**config.mk**
```make
export PLATFORM = sky130hd
export DESIGN_NAME = op_ctrl_flat
export DESIGN_NICKNAME = d
export VERILOG_FILES = /design/src/verilog/arith_pkg.sv /design/src/verilog/op_pkg.sv /design/src/verilog/div_if.sv /design/src/verilog/op_ctrl.sv /design/src/flat_wrapper.sv
export SDC_FILE = /design/constraint.sdc
export NUM_CORES = 1
export LEC_CHECK = 0
export BUFFER_PORTS_ARGS = -buffer_cell sky130_fd_sc_hd__buf_2
export CAP_MARGIN = 30
export CORE_AREA = 2 2 131 133
export CTS_BUF_LIST = sky130_fd_sc_hd__clkbuf_2 sky130_fd_sc_hd__clkbuf_4 sky130_fd_sc_hd__clkbuf_8
export CTS_CLUSTER_DIAMETER = 30
export CTS_CLUSTER_SIZE = 8
export DETAILED_ROUTE_END_ITERATION = 8
export DIE_AREA = 0 0 133 135
export HOLD_SLACK_MARGIN = 0.02
export PLACE_DENSITY_LB_ADDON = 0.12
export SLEW_MARGIN = 0
export SYNTH_ARGS = -nofsm -noshare
export SYNTH_HDL_FRONTEND = slang
export SYNTH_SLANG_ARGS = --single-unit
```
**constraint.sdc**
```tcl
create_clock -name clk -period 5.3 [get_ports clk]
set_clock_uncertainty 0.2 [all_clocks]
set_input_delay 0.265 -clock clk [delete_from_list [all_inputs] [get_ports clk]]
set_output_delay 0.265 -clock clk [all_outputs]
set_load 0.02 [all_outputs]
```
**src/verilog/arith_pkg.sv**
```systemverilog
// arithmetic datapath definitions
package arith_pkg;

    // operand and result words.
    localparam int word_w  = 32;
    localparam int shamt_w = 5;

    typedef logic [word_w-1:0]  word_t;
    typedef logic [shamt_w-1:0] shamt_t;

    // goldschmidt registers, one integer bit above 63 fraction bits.
    localparam int fix_w = 64;

    typedef logic [fix_w-1:0] fix_t;

    // error squares each pass, five passes reach 2^-32.
    localparam int gs_iters = 5;

endpackage

```
**src/verilog/op_pkg.sv**
```systemverilog
// opcode and divider states
package op_pkg;

    // two-bit command opcode.
    typedef enum logic [1:0] {
        OP_ROL = 2'd0,
        OP_ROR = 2'd1,
        OP_DIV = 2'd2,
        OP_BAD = 2'd3
    } op_t;

    // divider sequencing.
    typedef enum logic [2:0] {
        S_IDLE,
        S_NORM,
        S_ITER,
        S_FIX,
        S_DONE
    } div_state_t;

endpackage
```
**src/verilog/div_if.sv**
```systemverilog
`timescale 1ns/1ns
// division request and result
interface div_if import arith_pkg::*; ();

    logic  req;
    word_t dividend;
    word_t divisor;

    word_t quotient;
    word_t rem;
    logic  dz;
    logic  done;

    modport ctrl (
        output req, dividend, divisor,
        input  quotient, rem, dz, done
    );

    // results stay put from done until the next req.
    modport div (
        input  req, dividend, divisor,
        output quotient, rem, dz, done
    );

endinterface

```
**src/verilog/op_ctrl.sv**
```systemverilog
`timescale 1ns/1ns
// command register and result hold
module op_ctrl import arith_pkg::*, op_pkg::*; (
    input  logic   clk,
    input  logic   rst,
    input  logic   start,
    input  op_t    op,
    input  word_t  a,
    input  word_t  b,
    input  word_t  rotated,
    output word_t  rot_word,
    output shamt_t rot_amount,
    output logic   rot_left,
    div_if.ctrl    dv,
    output word_t  result,
    output word_t  remainder,
    output logic   dz,
    output logic   bsy,
    output logic   rdy
);

    op_t   op_q;
    word_t a_q;
    word_t b_q;
    logic  rot_pend;
    logic  div_out;
    logic  accept;

    // starts during busy, rdy or with a bad opcode are dropped.
    assign accept = start && !bsy && !rdy && (op != OP_BAD);

    assign rot_word    = a_q;
    assign rot_amount  = b_q[shamt_w-1:0];
    assign rot_left    = (op_q == OP_ROL);
    assign dv.dividend = a_q;
    assign dv.divisor  = b_q;

    always_ff @(posedge clk) begin
        if (accept) begin
            op_q <= op;
            a_q  <= a;
            b_q  <= b;
        end
    end

    always_ff @(posedge clk or negedge rst) begin
        if (!rst) begin
            bsy       <= 1'b0;
            rdy       <= 1'b0;
            rot_pend  <= 1'b0;
            div_out   <= 1'b0;
            dv.req    <= 1'b0;
            result    <= '0;
            remainder <= '0;
            dz        <= 1'b0;
        end else begin
            rdy    <= 1'b0;
            dv.req <= 1'b0;
            if (accept) begin
                bsy <= 1'b1;
                if (op == OP_DIV) begin
                    dv.req <= 1'b1;
                end else begin
                    rot_pend <= 1'b1;
                end
            end
            if (dv.req) begin
                div_out <= 1'b1;
            end
            // rotator output is settled one cycle after capture.
            if (rot_pend) begin
                rot_pend  <= 1'b0;
                result    <= rotated;
                remainder <= '0;
                dz        <= 1'b0;
                rdy       <= 1'b1;
                bsy       <= 1'b0;
            end
            if (div_out && dv.done) begin
                div_out   <= 1'b0;
                result    <= dv.quotient;
                remainder <= dv.rem;
                dz        <= dv.dz;
                rdy       <= 1'b1;
                bsy       <= 1'b0;
            end
        end
    end

    a_rdy_pulse: assert property (@(posedge clk) disable iff (!rst)
        rdy |=> !rdy);

    // one division in flight at a time.
    a_req_single: assert property (@(posedge clk) disable iff (!rst)
        dv.req |-> !div_out);

endmodule

```
**src/flat_wrapper.sv**
```systemverilog
// flat-port wrapper written by rule: the top's interface ports become plain ports
module op_ctrl_flat import arith_pkg::*, op_pkg::*;
  (clk, rst, start, op, a, b, rotated, rot_word, rot_amount, rot_left, result, remainder, dz, bsy, rdy, dv_req, dv_dividend, dv_divisor, dv_quotient, dv_rem, dv_dz, dv_done);
  div_if dv_i ();
  input  logic clk;
  input  logic rst;
  input  logic start;
  input  op_t op;
  input  word_t a;
  input  word_t b;
  input  word_t rotated;
  output word_t rot_word;
  output shamt_t rot_amount;
  output logic rot_left;
  output word_t result;
  output word_t remainder;
  output logic dz;
  output logic bsy;
  output logic rdy;
  output wire logic [$bits(dv_i.req)-1:0] dv_req;
  output wire logic [$bits(dv_i.dividend)-1:0] dv_dividend;
  output wire logic [$bits(dv_i.divisor)-1:0] dv_divisor;
  input wire logic [$bits(dv_i.quotient)-1:0] dv_quotient;
  input wire logic [$bits(dv_i.rem)-1:0] dv_rem;
  input wire logic [$bits(dv_i.dz)-1:0] dv_dz;
  input wire logic [$bits(dv_i.done)-1:0] dv_done;
  assign dv_req = dv_i.req;
  assign dv_dividend = dv_i.dividend;
  assign dv_divisor = dv_i.divisor;
  assign dv_i.quotient = dv_quotient;
  assign dv_i.rem = dv_rem;
  assign dv_i.dz = dv_dz;
  assign dv_i.done = dv_done;
  op_ctrl u_core (.clk(clk), .rst(rst), .start(start), .op(op), .a(a), .b(b), .rotated(rotated), .rot_word(rot_word), .rot_amount(rot_amount), .rot_left(rot_left), .dv(dv_i), .result(result), .remainder(remainder), .dz(dz), .bsy(bsy), .rdy(rdy));
endmodule
```
==> flow_summary_export.csv <==
group,metric,value,unit
global_routing,grt_max_degree,89,
power_and_ir_drop,p_per_area,455.2,mW/mm2
detailed_routing,highest_layer,"met4",
detailed_routing,wl_per_cell,14.65,um
finish,fillers,1421,
cts,cts_tree,"yes",
die,start_util,32.27,%
critical_path,start_kind,"flop",
detailed_routing,wl_met2,8.465,mm
sta,worst_pin_slew,0.8841,ns
synth,yosys.area_share.simple,9.523,%
synth,syn_area,0.005295,mm2
cts,cts_buffer_depth,2,
placed_design,dp.cells,902,
sta,min_period,2.297,ns
placed_design,gp_congestion,0.7609,
worst_hold_path,hold_path_end,"u_core.bsy$_DFFE_PN0P_",
placed_design,placed_area,0.006917,mm2
critical_path,critPathBufInv,2,
finish,syn_to_final_growth,70.75,%
detailed_routing,drtIter0Drc,108,
critical_path,end_kind,"flop",
global_routing,grt_pass1_wl,24.46,mm
die,die_w,133,um
run,cap_violations,0,
global_routing,grtUsageTotal,17.53,%
sta,finalMaxSlewViolations,0,
critical_path,r2r_slack,3.00,ns
detailed_routing,drt-met1-wl,6.085,mm
die,core_area,0.01641,mm2
cts,cts_sinks,136,
sta,rsz0062_at_grt,"false",
critical_path,crit_type,"reg2reg",
synth,synth_mux_area_share,6.049,%
synth,synth_nets,568,
finish,nets,1035,
synth,synthCells,401,
synth,synthAdderAreaFrac,0,%
detailed_routing,vias,4688,
critical_path,required,5.42,ns
cts,insertion_delay,0.42,ns
synth,synth_compound_area_share,6.427,%
sta,max_freq,435.4,MHz
finish,fin_area,0.009041,mm2
global_routing,overflow,0,
cts,htreeDepth,4,
synth,synth.distinct_cells,18,
critical_path,reg2reg_depth,4,
detailed_routing,drc,0,
detailed_routing,wl_met3,1.337,mm
power_and_ir_drop,p_leak,4.141,nW
worst_hold_path,hold_depth,4,
synth,synth_seq_area_share,70.51,%
critical_path,crit_fanout,67,
finish,final_util,55.11,%
global_routing,antenna_found_initial,0,
cts,clk_pin_slew,0.08,ns
detailed_routing,drt_wl_total,16.13,mm
placed_design,dp_hpwl,10.65,mm
die,rows,47,
synth,synth-xor-area-share,0,%
die,die-area,0.01796,mm2
detailed_routing,drt-pass1-iter-count,4,
die,ios,337,
sta,fin_crit_sh,43.34,%
sta,setup_tns,0,ns
synth,avgSynthCellArea,13.20,um2
synth,synth_top_family_by_area,"simple AND/OR/NAND/NOR gates",
die,dieHeight,135,um
critical_path,r2r_end,"u_core.result[0]$_DFFE_PN0N_",
placed_design,port_buffers,336,
critical_path,slowest_stage,"buf_4",
sta,finalHoldViolations,0,
synth,synth-seq-cells,136,
power_and_ir_drop,ir_drop,0.2859,mV
critical_path,path_cells,"buf_4 > mux2i_1 > o21ai_0 > dlygate4sd3_1",
finish,drive_above_1_share,42.79,%
sta,slew_headroom,41.06,%
finish,n_antenna_cell,0,
finish,final_cells,1101,
synth,yosys_warnings,0,
detailed_routing,ant_nets,0,
critical_path,cpPeakStageDelay,0.61,ns
sta,hold-worst-slack,0.1221,ns
sta,finalSetupViolCount,0,
critical_path,arrival,2.42,ns
global_routing,grt_pass1_vias,4844,
critical_path,critPathTopFamily,"buffers and inverters",
critical_path,r2r_start,"u_core.rot_pend$_DFF_PN0_",
cts,numCtsBuffers,17,
worst_hold_path,min_from,"start",
detailed_routing,via_per_inst,4.258,
cts,ctsRootBufferMaster,"clkbuf_8",
worst_hold_path,worst_hold_path_type,"in2reg",
outcome,outcome,"finished, final reports clean",
per-stage QoR:
step	worst slack [ns]	power (mW)
final	3.003	4.115
after global routing	2.857	4.355
after CTS	2.642	4.139
after detailed placement	2.672	2.901
after global placement	2.694	2.871
after floorplan	0.8787	2.435
routing by layer:
layer,vias to the layer above,GRT usage (%)
met5,-,0
met4,0,5.496
met3,15,6.156
met2,211,31.95
met1,2194,19.16
li1,2268,-
cell usage in the layout (no fill, tap or decap), drive strengths merged:
cell         synthesis  routed
a21oi                1       1
and2                 1       1
buf                 50     341
bufinv               0       4
clkbuf               9      19
clkinv               0       2
clkinvlp             0       3
dfrtp               70      70
dlygate4sd3          0     166
edfxtp              66      66
inv                  0       4
mux2i               32      32
nand2               65      65
nand2b              34      34
nor2                 3       3
nor2b                1       1
nor4                 1       1
nor4b                1       1
o21ai               65      65
o21ba                1       1
or2                  1       1
where the power goes:
group          switching (mW)  internal (mW)
Sequential              0.155           1.44
Clock                   0.417          0.531
Combinational           0.895          0.681
Total                    1.47           2.65
cells in the mapped netlist:
library cell | n | share of area, %
nor2_1 | 3 | 0.21
nor4_1 | 1 | 0.12
o21ai_0 | 65 | 6.1
mux2i_1 | 32 | 6.0
nor4b_1 | 1 | 0.17
buf_4 | 40 | 5.7
buf_6 | 2 | 0.43
a21oi_1 | 1 | 0.094
edfxtp_1 | 66 | 37
dfrtp_1 | 70 | 33
nand2_1 | 65 | 4.6
nand2b_1 | 34 | 4.0
and2_1 | 1 | 0.12
or2_4 | 1 | 0.17
o21ba_1 | 1 | 0.19
buf_2 | 8 | 0.76
nor2b_1 | 1 | 0.12
clkbuf_1 | 9 | 0.64
area by class of cell:
cell class              instances  area (um2)  area share, %
repair buffers                507        3413          37.75
multi-input cells             206        1175          12.99
clock inverters                13       193.9          2.145
well taps                     220       275.3          3.045
clock buffers                  19       249.0          2.754
flip-flops and latches        136        3735          41.31
flip-flops by register name, indices dropped and copies added, names as in the netlist:
register / cells
u_core.bsy: 1
u_core.div_out: 1
u_core.dv.dividend: 32
u_core.dv.divisor: 32
u_core.dv.req: 1
u_core.dz: 1
u_core.op_q: 2
u_core.rdy: 1
u_core.remainder: 32
u_core.result: 32
u_core.rot_pend: 1
logic make-up after synthesis:
logic type / Yosys count
buffers and inverters: 59
AOI/OAI and AO/OA: 67
DFF: 136
muxes: 32
and+or+nand+nor: 107
worst register-to-register path: cells and delay by family, from the launching register on:
family / cells / cell delay, ns
buffers and inverters: 2 / 1.19
multiplexers: 1 / 0.35
flip-flops: 1 / 0.35
AO/OA/AOI/OAI: 1 / 0.11
worst max path at each step:
stage / start / endpoint / slack, ns / cells past startpoint
floorplan: u_core.rdy$_DFF_PN0_ / u_core.dv.dividend[0]$_DFFE_PP_ / 0.88 / 3
global placement: u_core.rdy$_DFF_PN0_ / u_core.dv.dividend[14]$_DFFE_PP_ / 2.69 / 4
global route: u_core.rot_pend$_DFF_PN0_ / u_core.result[29]$_DFFE_PN0N_ / 2.86 / 4
CTS: u_core.rdy$_DFF_PN0_ / u_core.dv.dividend[16]$_DFFE_PP_ / 2.64 / 4
finish: u_core.rot_pend$_DFF_PN0_ / u_core.result[0]$_DFFE_PN0N_ / 3.00 / 4
detailed placement: u_core.rdy$_DFF_PN0_ / u_core.dv.dividend[24]$_DFFE_PP_ / 2.67 / 4
what timing repair did:
item | CTS | global route
gates resized for setup | 0 | 0
hold buffers | 166 | 0
setup buffers | 0 | 0
hold endpoints to repair | 204 | 0
(Power assumes the default switching activity.)
