--- src/verilog/arith_pkg.sv ---
// arithmetic datapath definitions
package arith_pkg;

    // operand and result words.
    localparam int word_w  = 32;
    localparam int shamt_w = 5;

    typedef logic [word_w-1:0]  word_t;
    typedef logic [shamt_w-1:0] shamt_t;

    // goldschmidt registers, one integer bit above 63 fraction bits.
    localparam int fix_w = 64;

    typedef logic [fix_w-1:0] fix_t;

    // error squares each pass, five passes reach 2^-32.
    localparam int gs_iters = 5;

endpackage

--- src/verilog/barrel_rotator.sv ---
`timescale 1ns/1ns
// word rotator
module barrel_rotator import arith_pkg::*; (
    input  word_t  word,
    input  shamt_t amount,
    input  logic   left,
    output word_t  rotated
);

    shamt_t amt_eff;
    word_t  stage [shamt_w+1];

    // right by n is left by 32 - n.
    assign amt_eff = left ? amount : (~amount + shamt_t'(1));

    assign stage[0] = word;

    // one mux level per amount bit, steps of 1, 2, 4, 8 and 16.
    for (genvar i = 0; i < shamt_w; i++) begin : g_stage
        assign stage[i+1] = amt_eff[i]
            ? ((stage[i] << (1 << i)) | (stage[i] >> (word_w - (1 << i))))
            : stage[i];
    end

    assign rotated = stage[shamt_w];

endmodule

--- config.mk ---
export PLATFORM = sky130hd
export DESIGN_NAME = barrel_rotator
export DESIGN_NICKNAME = d
export VERILOG_FILES = /design/src/verilog/arith_pkg.sv /design/src/verilog/barrel_rotator.sv
export SDC_FILE = /design/constraint.sdc
export NUM_CORES = 1
export LEC_CHECK = 0
export ABC_AREA = 1
export BUFFER_PORTS_ARGS = -buffer_cell sky130_fd_sc_hd__buf_2
export CORE_ASPECT_RATIO = 1.25
export CORE_MARGIN = 5
export CORE_UTILIZATION = 44
export DETAILED_ROUTE_END_ITERATION = 16
export GPL_TIMING_DRIVEN = 0
export PLACE_DENSITY = 0.68
export SLEW_MARGIN = 15
export SYNTH_ARGS = -nofsm -noshare
export SYNTH_HDL_FRONTEND = slang
export SYNTH_SLANG_ARGS = --single-unit
export TNS_END_PERCENT = 1
--- constraint.sdc ---
create_clock -name vclk -period 4
set_input_delay 0.6 -clock vclk [all_inputs]
set_output_delay 0.6 -clock vclk [all_outputs]
set_load 0.005 [all_outputs]
==> results of run 1 <==
[cell type report]
| type | count | share of cell area |
|---|---|---|
| Buffer | 43 | 0.08925 |
| Multi-Input combinational cell | 554 | 0.7218 |
| Inverter | 42 | 0.04889 |
| Tap cell | 85 | 0.03298 |
| Timing Repair Buffer | 69 | 0.1071 |
[cells by family after synthesis]
logic type	share of synthesized area
AND/OR/NAND/NOR	0.8272
buffers and inverters	0.1607
AO/OA/AOI/OAI	0.001803
XOR/XNOR	0.005868
adder cells (fa/ha/maj)	0.004512
[worst paths after layout]
check / end / cells after the start
setup / recovery: rotated[18] / 14
hold / removal: rotated[16] / 6
[per-layer routing]
| metal | global-route usage | wire, µm | part of all wire |
|---|---|---|---|
| met1 | 0.3819 | 4646 | 0.36 |
| met2 | 0.5553 | 6233 | 0.49 |
| met3 | 0.03016 | 1105 | 0.086 |
| met4 | 0.1873 | 827 | 0.065 |
| met5 | 0 | 0 | 0 |
[cells in the final DEF (no fill, tap or decap)]
| cell type | n |
|---|---|
| nand2_1 | 374 |
| nand3_1 | 170 |
| buf_2 | 98 |
| inv_1 | 37 |
| buf_6 | 10 |
| inv_2 | 5 |
| nand2_2 | 5 |
| buf_4 | 4 |
| nor2_1 | 2 |
| o21ai_1 | 1 |
| xor2_2 | 1 |
| ha_1 | 1 |
[power groups by stage]
stage | clock network (mW) | registers, mW | logic (mW)
6_report | 0 | 0 | 0.669
5_1_grt | 0 | 0 | 0.739
4_1_cts | 0 | 0 | 0.655
3_5_place_dp | 0 | 0 | 0.653
3_3_place_gp | 0 | 0 | 0.647
2_1_floorplan | 0 | 0 | 0.421
[worst max-delay path, delay by kind of cell]
| kind | cells | cell delay (ps) |
|---|---|---|
| buf+inv | 6 | 1010 |
| simple gates | 7 | 750 |
| fa+ha+maj | 1 | 230 |
[through the flow]
step,instance area (µm²),power (mW)
floorplan,2773,0.4207
global placement,3224,0.6474
detailed placement,3224,0.6533
CTS,3224,0.6553
global route,3224,0.7386
finish,3224,0.6686
==> results by group, run 1 <==
Outcome
  • Status: complete, no violations

Floorplanning
  • Num rows: 32
  • Die Height: 98.75 µm
  • Initial Utilization: 0.4497
  • Die outline width: 81 µm
  • I/O pin total: 70
  • Die Footprint: 7999 µm²
  • Core area: 6166 µm²

Global route
  • Largest net degree at the start of global routing: 11
  • Initial antenna violation count: 0
  • Total gr overflow: 0
  • GRT Total Usage: 0.3232
  • Vias in the first global route: 4093
  • First-pass GRT wire length: 20240 µm

Critical path
  • Startpoint types: input pin
  • Crit path max-delay cell type: buf_2
  • CP peak stage delay: 270 ps
  • Critical-path cell list: buf_4 -> inv_2 -> buf_2 -> ha_1 -> nor2_1 -> nand2_1 -> nand2_1 -> inv_2 -> buf_2 -> nand3_1 -> nand3_1 -> nand3_1 -> nand2_1 -> buf_2
  • Required @ worst endpoint: 3400 ps
  • Crit path launch: amount[0]
  • Setup CP Type: in -> out
  • Worst endpoint data arrival time: 2610 ps
  • Critical Path Sink Type: output pin
  • CP max FO: 10

Synthesis
  • Most frequent cell after synthesis: nand2_1
  • Syn Nets: 678
  • Post-Syn Area per Cell: 4.339 µm²
  • Post-Syn Area: 2773 µm²
  • Gate Count Post-Synth: 639
  • Top cells by count, synth: 374 x nand2_1, 170 x nand3_1, 37 x inv_1
  • Area contributors post-synth: nand2_1 51%, nand3_1 31%, buf_2 5.2%, inv_1 5.0%, buf_6 4.1%
  • Top cell type's share of synthesized area: 0.5063
  • Cell variety after synth: 12
  • Yosys warns: 0
  • Sequential fraction of the synthesis area: 0
  • Leading area contributor after synthesis: nand2_1

Timing
  • Worst slew margin relative to its limit: 0.8063
  • Setup TNS: 0 ps
  • Setup-failing EPs final: 0
  • Post-route minimum period: 3215 ps
  • Final worst path period share: 0.8037
  • Hold Fails Final Rpt: 0
  • Least-Margin Pin Slew: 290.3 ps
  • RSZ-0062 raised after global routing: no
  • Hold_ws: 1764 ps
  • Max Fclk: 311.1 MHz
  • Final slew viol count: 0
  • Fin worst setup slack: 785.2 ps

Cells and area
  • Clock buffer count: 0
  • Multi-input gate area: 2327 µm²
  • Finished Core Util: 0.5229
  • Share of layout cells above drive strength 1: 0.1737
  • Total inserted antenna cells: 0
  • # fillers: 770
  • Flip-flop and latch count: 0
  • Sequential Area: 0 µm²
  • Final Non-Filler Cells: 793
  • Layout area overhead: 16.29%
  • Final #Nets: 749

Clocking
  • Post-CTS Setup Bufs: 0
  • Hold_buf cts: 0
  • Post-cts sizing count: 0

Drt
  • Vias per cell: 5.496
  • Final wirelength: 12810 µm
  • Post-DRT Antenna Nets: 0
  • Vias post-DR: 4358
  • Average wire per standard cell: 16.16 µm
  • Drc violations: 0
  • DR pass1 iterations: 5
  • Initial DRC count: 573

Min path
  • Hold WC Path Type: in -> out
  • Hold Startpoint: amount[4]

Power and ir drop
  • Net switching power figure: 0.4332 mW
  • Leak: 2.111 nW
  • Clock power frac: 0
  • Switching share of power: 0.6479
  • Max rail drop VDD: 0.09533 mV
  • PD cells: 207.4 nW/µm²
  • Power share of the combinational group: 1.000
  • Sequential cell fraction of total power: 0
  • Cell Int Power: 0.2354 mW

Placement
  • Post-Place Cells: 793
  • Worst slack, placed: 831.5 ps
  • Placer Congestion: 1.046
  • Dpl hpwl: 10560 µm
  • PortBufs: 69

Flow run
  • Max_cap viols: 0
Note: power is estimated with default switching activity, not from simulation.
==> inputs of run 2 (changes only) <==
Settings changed: PLACE_DENSITY 0.68 to 0.71.
Clock period 4 ns to 2.92 ns, I/O delays scaled along.
==> results by group, run 2 (synthesized netlist as in run 1, its figures left out) <==
Timing
  • Hold_ws: 1435 ps (was 1764 ps)
  • Fin worst setup slack: 150.1 ps (was 785.2 ps)
  • Worst slew margin relative to its limit: 0.8110 (was 0.8063)
  • Post-route minimum period: 2770 ps
  • RSZ-0062 raised after global routing: no (unchanged)
  • Final slew viol count: 0 (unchanged)
  • Setup-failing EPs final: 0 (unchanged)
  • Max Fclk: 361.0 MHz
  • Setup TNS: 0 ps (unchanged)
  • Final worst path period share: 0.9486
  • Hold Fails Final Rpt: 0 (unchanged)
  • Least-Margin Pin Slew: 283.1 ps (was 290.3 ps)

Placement
  • Dpl hpwl: 10440 µm (was 10560 µm)
  • Worst slack, placed: 98.34 ps (was 831.5 ps)
  • Cell Area, Placed: 3224 µm² (unchanged)
  • Post-Place Cells: 793 (unchanged)
  • Placer Congestion: 1.090 (was 1.046)
  • PortBufs: 69 (unchanged)

Cells and area
  • Final #Nets: 748 (was 749)
  • Clock buffer count: 0 (unchanged)
  • Design area: 3222 µm² (was 3224 µm²)
  • Sequential Area: 0 µm² (unchanged)
  • Share of layout cells above drive strength 1: 0.1726 (was 0.1737)
  • Layout area overhead: 16.20% (was 16.29%)
  • # fillers: 748 (was 770)
  • Total inserted antenna cells: 0 (unchanged)
  • Final Non-Filler Cells: 792 (was 793)
  • Flip-flop and latch count: 0 (unchanged)
  • Finished Core Util: 0.5225 (was 0.5229)
  • Multi-input gate area: 2327 µm² (unchanged)
  • Commonest cells after routing, fill and taps aside: 374 x nand2_1, 170 x nand3_1, 96 x buf_2 (was 374 x nand2_1, 170 x nand3_1, 98 x buf_2)
  • Commonest non-fill, non-tap cell in the layout: nand2_1 (unchanged)

Outcome
  • Status: complete, no violations (unchanged)

Critical path
  • CP peak stage delay: 240 ps (was 270 ps)
  • Required @ worst endpoint: 2480 ps (was 3400 ps)
  • Setup crit end: rotated[21] (was rotated[18])
  • Crit path launch: amount[0] (unchanged)
  • Crit path max-delay cell type: ha_1 (was buf_2)
  • Critical-path cell list: buf_4 -> inv_2 -> ha_1 -> nor2_1 -> nand2_1 -> nand2_1 -> inv_2 -> buf_2 -> nand3_1 -> nand3_1 -> nand3_1 -> nand2_1 -> buf_2 (was buf_4 -> inv_2 -> buf_2 -> ha_1 -> nor2_1 -> nand2_1 -> nand2_1 -> inv_2 -> buf_2 -> nand3_1 -> nand3_1 -> nand3_1 -> nand2_1 -> buf_2)
  • Setup CP Type: in -> out (unchanged)
  • Critical Path Sink Type: output pin (unchanged)
  • Worst endpoint data arrival time: 2330 ps (was 2610 ps)
  • Startpoint types: input pin (unchanged)
  • CP max FO: 14 (was 10)

Flow run
  • Max_cap viols: 0 (unchanged)

Drt
  • Vias per cell: 5.455 (was 5.496)
  • Post-DRT Antenna Nets: 0 (unchanged)
  • Initial DRC count: 455 (was 573)
  • Drc violations: 0 (unchanged)
  • DR pass1 iterations: 5 (unchanged)
  • Average wire per standard cell: 15.72 µm (was 16.16 µm)
  • Final wirelength: 12450 µm (was 12810 µm)
  • Vias post-DR: 4320 (was 4358)

Floorplanning
  • Die Footprint: 7999 µm² (unchanged)
  • Core area: 6166 µm² (unchanged)
  • Initial Utilization: 0.4497 (unchanged)
  • Die outline width: 81 µm (unchanged)
  • Die Height: 98.75 µm (unchanged)
  • Num rows: 32 (unchanged)
  • I/O pin total: 70 (unchanged)

Clocking
  • Hold_buf cts: 0 (unchanged)
  • Post-cts sizing count: 0 (unchanged)
  • Post-CTS Setup Bufs: 0 (unchanged)

Power and ir drop
  • PD cells: 282.4 nW/µm² (was 207.4 nW/µm²)
  • Leak: 2.107 nW (was 2.111 nW)
  • Max rail drop VDD: 0.1384 mV (was 0.09533 mV)
  • Power Total: 0.9098 mW (was 0.6686 mW)

Global route
  • Vias in the first global route: 3883 (was 4093)
  • Initial antenna violation count: 0 (unchanged)
  • GRT Total Usage: 0.3072 (was 0.3232)
  • Total gr overflow: 0 (unchanged)
  • Largest net degree at the start of global routing: 11 (unchanged)
  • First-pass GRT wire length: 19280 µm (was 20240 µm)

Min path
  • Hold WC Path Type: in -> out (unchanged)
  • Hold Startpoint: amount[4] (unchanged)
## run 2: changes by cell type in the layout (fill, tap and decap cells not counted)
cell	previous run	this run
buf_2	98	96
clkbuf_4	0	1
## run 2: worst min-delay path by stage
| stage | endpoint | cells after the start | slack, ps |
|---|---|---|---|
| 4_1_cts | rotated[15] | 6 | 1440 |
| 2_1_floorplan | rotated[15] | 4 | 1180 |
| 3_3_place_gp | rotated[16] | 6 | 1420 |
| 3_5_place_dp | rotated[16] | 6 | 1440 |
| 5_1_grt | rotated[16] | 6 | 1490 |
| 6_report | rotated[16] | 6 | 1440 |
## run 2: critical path: cells and delay by family
kind / cells / cell delay [ps]
AND/OR/NAND/NOR: 7 / 770
adder cells (fa/ha/maj): 1 / 240
buffers and inverters: 5 / 880
## run 2: area by class of cell
class                           count  area share
Multi-Input combinational cell    554      0.7223
Timing Repair Buffer               69      0.1072
Buffer                             42     0.08854
Inverter                           42     0.04893
Tap cell                           85     0.03301
## run 2: per-layer routing
| metal | share of wire | global-route usage | wire [µm] |
|---|---|---|---|
| met5 | 0 | 0 | 0 |
| met4 | 0.083 | 0.1899 | 1029 |
| met3 | 0.071 | 0.01371 | 881 |
| met2 | 0.46 | 0.5123 | 5714 |
| met1 | 0.39 | 0.3802 | 4821 |
## run 2: where the power goes
group          internal [mW]  switching [mW]
Combinational          0.323           0.587
Clock                      0               0
Sequential                 0               0
==> inputs of run 3 (changes only) <==
Settings changed: PLACE_DENSITY 0.71 to 0.8.
==> results by group, run 3 (synthesized netlist as in run 1, its figures left out) <==
Timing
  • Hold Fails Final Rpt: 0 (unchanged)
  • RSZ-0062 raised after global routing: no (unchanged)
  • Final slew viol count: 0 (unchanged)
  • Post-route minimum period: 2707 ps (was 2770 ps)
  • Setup TNS: 0 ps (unchanged)
  • Least-Margin Pin Slew: 277.7 ps (was 283.1 ps)
  • Worst slew margin relative to its limit: 0.8147 (was 0.8110)
  • Setup-failing EPs final: 0 (unchanged)
  • Final worst path period share: 0.9271 (was 0.9486)
  • Max Fclk: 369.4 MHz (was 361.0 MHz)

Cells and area
  • Finished Core Util: 0.5233 (was 0.5225)
  • Share of layout cells above drive strength 1: 0.1726 (unchanged)
  • Flip-flop and latch count: 0 (unchanged)
  • Final #Nets: 748 (unchanged)
  • Commonest cells after routing, fill and taps aside: 374 x nand2_1, 170 x nand3_1, 95 x buf_2 (was 374 x nand2_1, 170 x nand3_1, 96 x buf_2)
  • Sequential Area: 0 µm² (unchanged)
  • Total inserted antenna cells: 0 (unchanged)
  • Commonest non-fill, non-tap cell in the layout: nand2_1 (unchanged)
  • Layout area overhead: 16.38% (was 16.20%)
  • Clock buffer count: 0 (unchanged)

Floorplanning
  • Die Height: 98.75 µm (unchanged)
  • Core area: 6166 µm² (unchanged)
  • I/O pin total: 70 (unchanged)
  • Initial Utilization: 0.4497 (unchanged)
  • Num rows: 32 (unchanged)
  • Die Footprint: 7999 µm² (unchanged)
  • Die outline width: 81 µm (unchanged)

Critical path
  • CP max FO: 14 (unchanged)
  • Worst endpoint data arrival time: 2270 ps (was 2330 ps)
  • Required @ worst endpoint: 2480 ps (about the same)
  • Crit path max-delay cell type: ha_1 (unchanged)
  • CP dominant cell by count: nand2_1
  • Startpoint types: input pin (unchanged)
  • Critical Path Sink Type: output pin (unchanged)
  • CP peak stage delay: 260 ps (was 240 ps)
  • Sum of buffers and inverters on the critical path: 6 (was 5)
  • Setup CP Type: in -> out (unchanged)
  • Total stage count of the critical path: 14 (was 13)
  • Crit path max-delay family: buffers and inverters (unchanged)
  • Critical-path cell list: buf_4 -> inv_4 -> ha_1 -> inv_1 -> nand2_1 -> nand2_1 -> buf_6 -> buf_6 -> nand2_1 -> nand3_1 -> nand3_1 -> nand3_1 -> nand2_1 -> buf_2 (was buf_4 -> inv_2 -> ha_1 -> nor2_1 -> nand2_1 -> nand2_1 -> inv_2 -> buf_2 -> nand3_1 -> nand3_1 -> nand3_1 -> nand2_1 -> buf_2)

Drt
  • Vias per cell: 5.495 (was 5.455)
  • Post-DRT Antenna Nets: 0 (unchanged)
  • Vias post-DR: 4352 (was 4320)
  • DR pass1 iterations: 5 (unchanged)
  • Drc violations: 0 (unchanged)
  • Initial DRC count: 545 (was 455)
  • Final wirelength: 12770 µm (was 12450 µm)
  • Average wire per standard cell: 16.12 µm (was 15.72 µm)

Global route
  • GRT Total Usage: 0.3166 (was 0.3072)
  • Largest net degree at the start of global routing: 11 (unchanged)
  • Vias in the first global route: 3879 (was 3883)
  • Total gr overflow: 0 (unchanged)
  • Initial antenna violation count: 0 (unchanged)
  • First-pass GRT wire length: 19810 µm (was 19280 µm)

Placement
  • PortBufs: 69 (unchanged)
  • Dpl hpwl: 10570 µm (was 10440 µm)
  • Placer Congestion: 1.084 (was 1.090)

Power and ir drop
  • Leak: 2.108 nW (was 2.107 nW)
  • Max rail drop VDD: 0.1576 mV (was 0.1384 mV)
  • PD cells: 284.0 nW/µm² (was 282.4 nW/µm²)

Min path
  • Hold depth: 6 (unchanged)
  • Hold WC Path Type: in -> out (unchanged)

Outcome
  • Status: complete, no violations (unchanged)

Flow run
  • Max_cap viols: 0 (unchanged)
-- run 3: worst min-delay path, cell delays in order --
cell and delay, ps:
buf_2 90, inv_1 80, xor2_2 120, nand3_1 90, nand2_1 50, buf_2 120
-- run 3: repair_timing --
action | 4_1_cts | 5_1_grt
endpoints found under the setup margin | 0 | 32
hold buffers | 0 | 0
buffers inserted | 0 | 0
gates resized for setup | 0 | 5
-- run 3: through the flow --
stage          std cells  cell area, µm²  total power [mW]  setup slack (ps)  hold WS [ps]
2_1_floorplan        639            2773            0.5763             633.2          1185
3_3_place_gp         793            3224            0.8907            -5.809          1417
3_5_place_dp         793            3224            0.8952             12.61          1429
4_1_cts              793            3224            0.8977             5.202          1430
5_1_grt              792            3227             1.011             93.04          1495
6_report             792            3227            0.9164             212.8          1430
-- run 3: path summary, 6_finish.rpt --
path / from / end / slack, ps
worst max-delay path: amount[0] / rotated[25] / 210
worst min-delay path: amount[4] / rotated[16] / 1430
-- run 3: final cells by class --
class,count,area [µm²]
fill,782,2939
inverter,42,160.2
buffer,42,287.8
multi-input combinational,554,2327
tap,85,106.4
timing repair buffer,69,345.3
-- run 3: metal layers --
layer	global-route usage	up-vias	wire length [µm]
met3	0.03108	67	1112
met1	0.3832	1877	4647
met5	0	-	0
met2	0.5104	260	5896
li1	-	2148	-
met4	0.2289	0	1109
-- run 3: power by group --
part	switching, mW	internal (mW)
combinational	0.593	0.324
sequential	0	0
clock	0	0
total	0.593	0.324
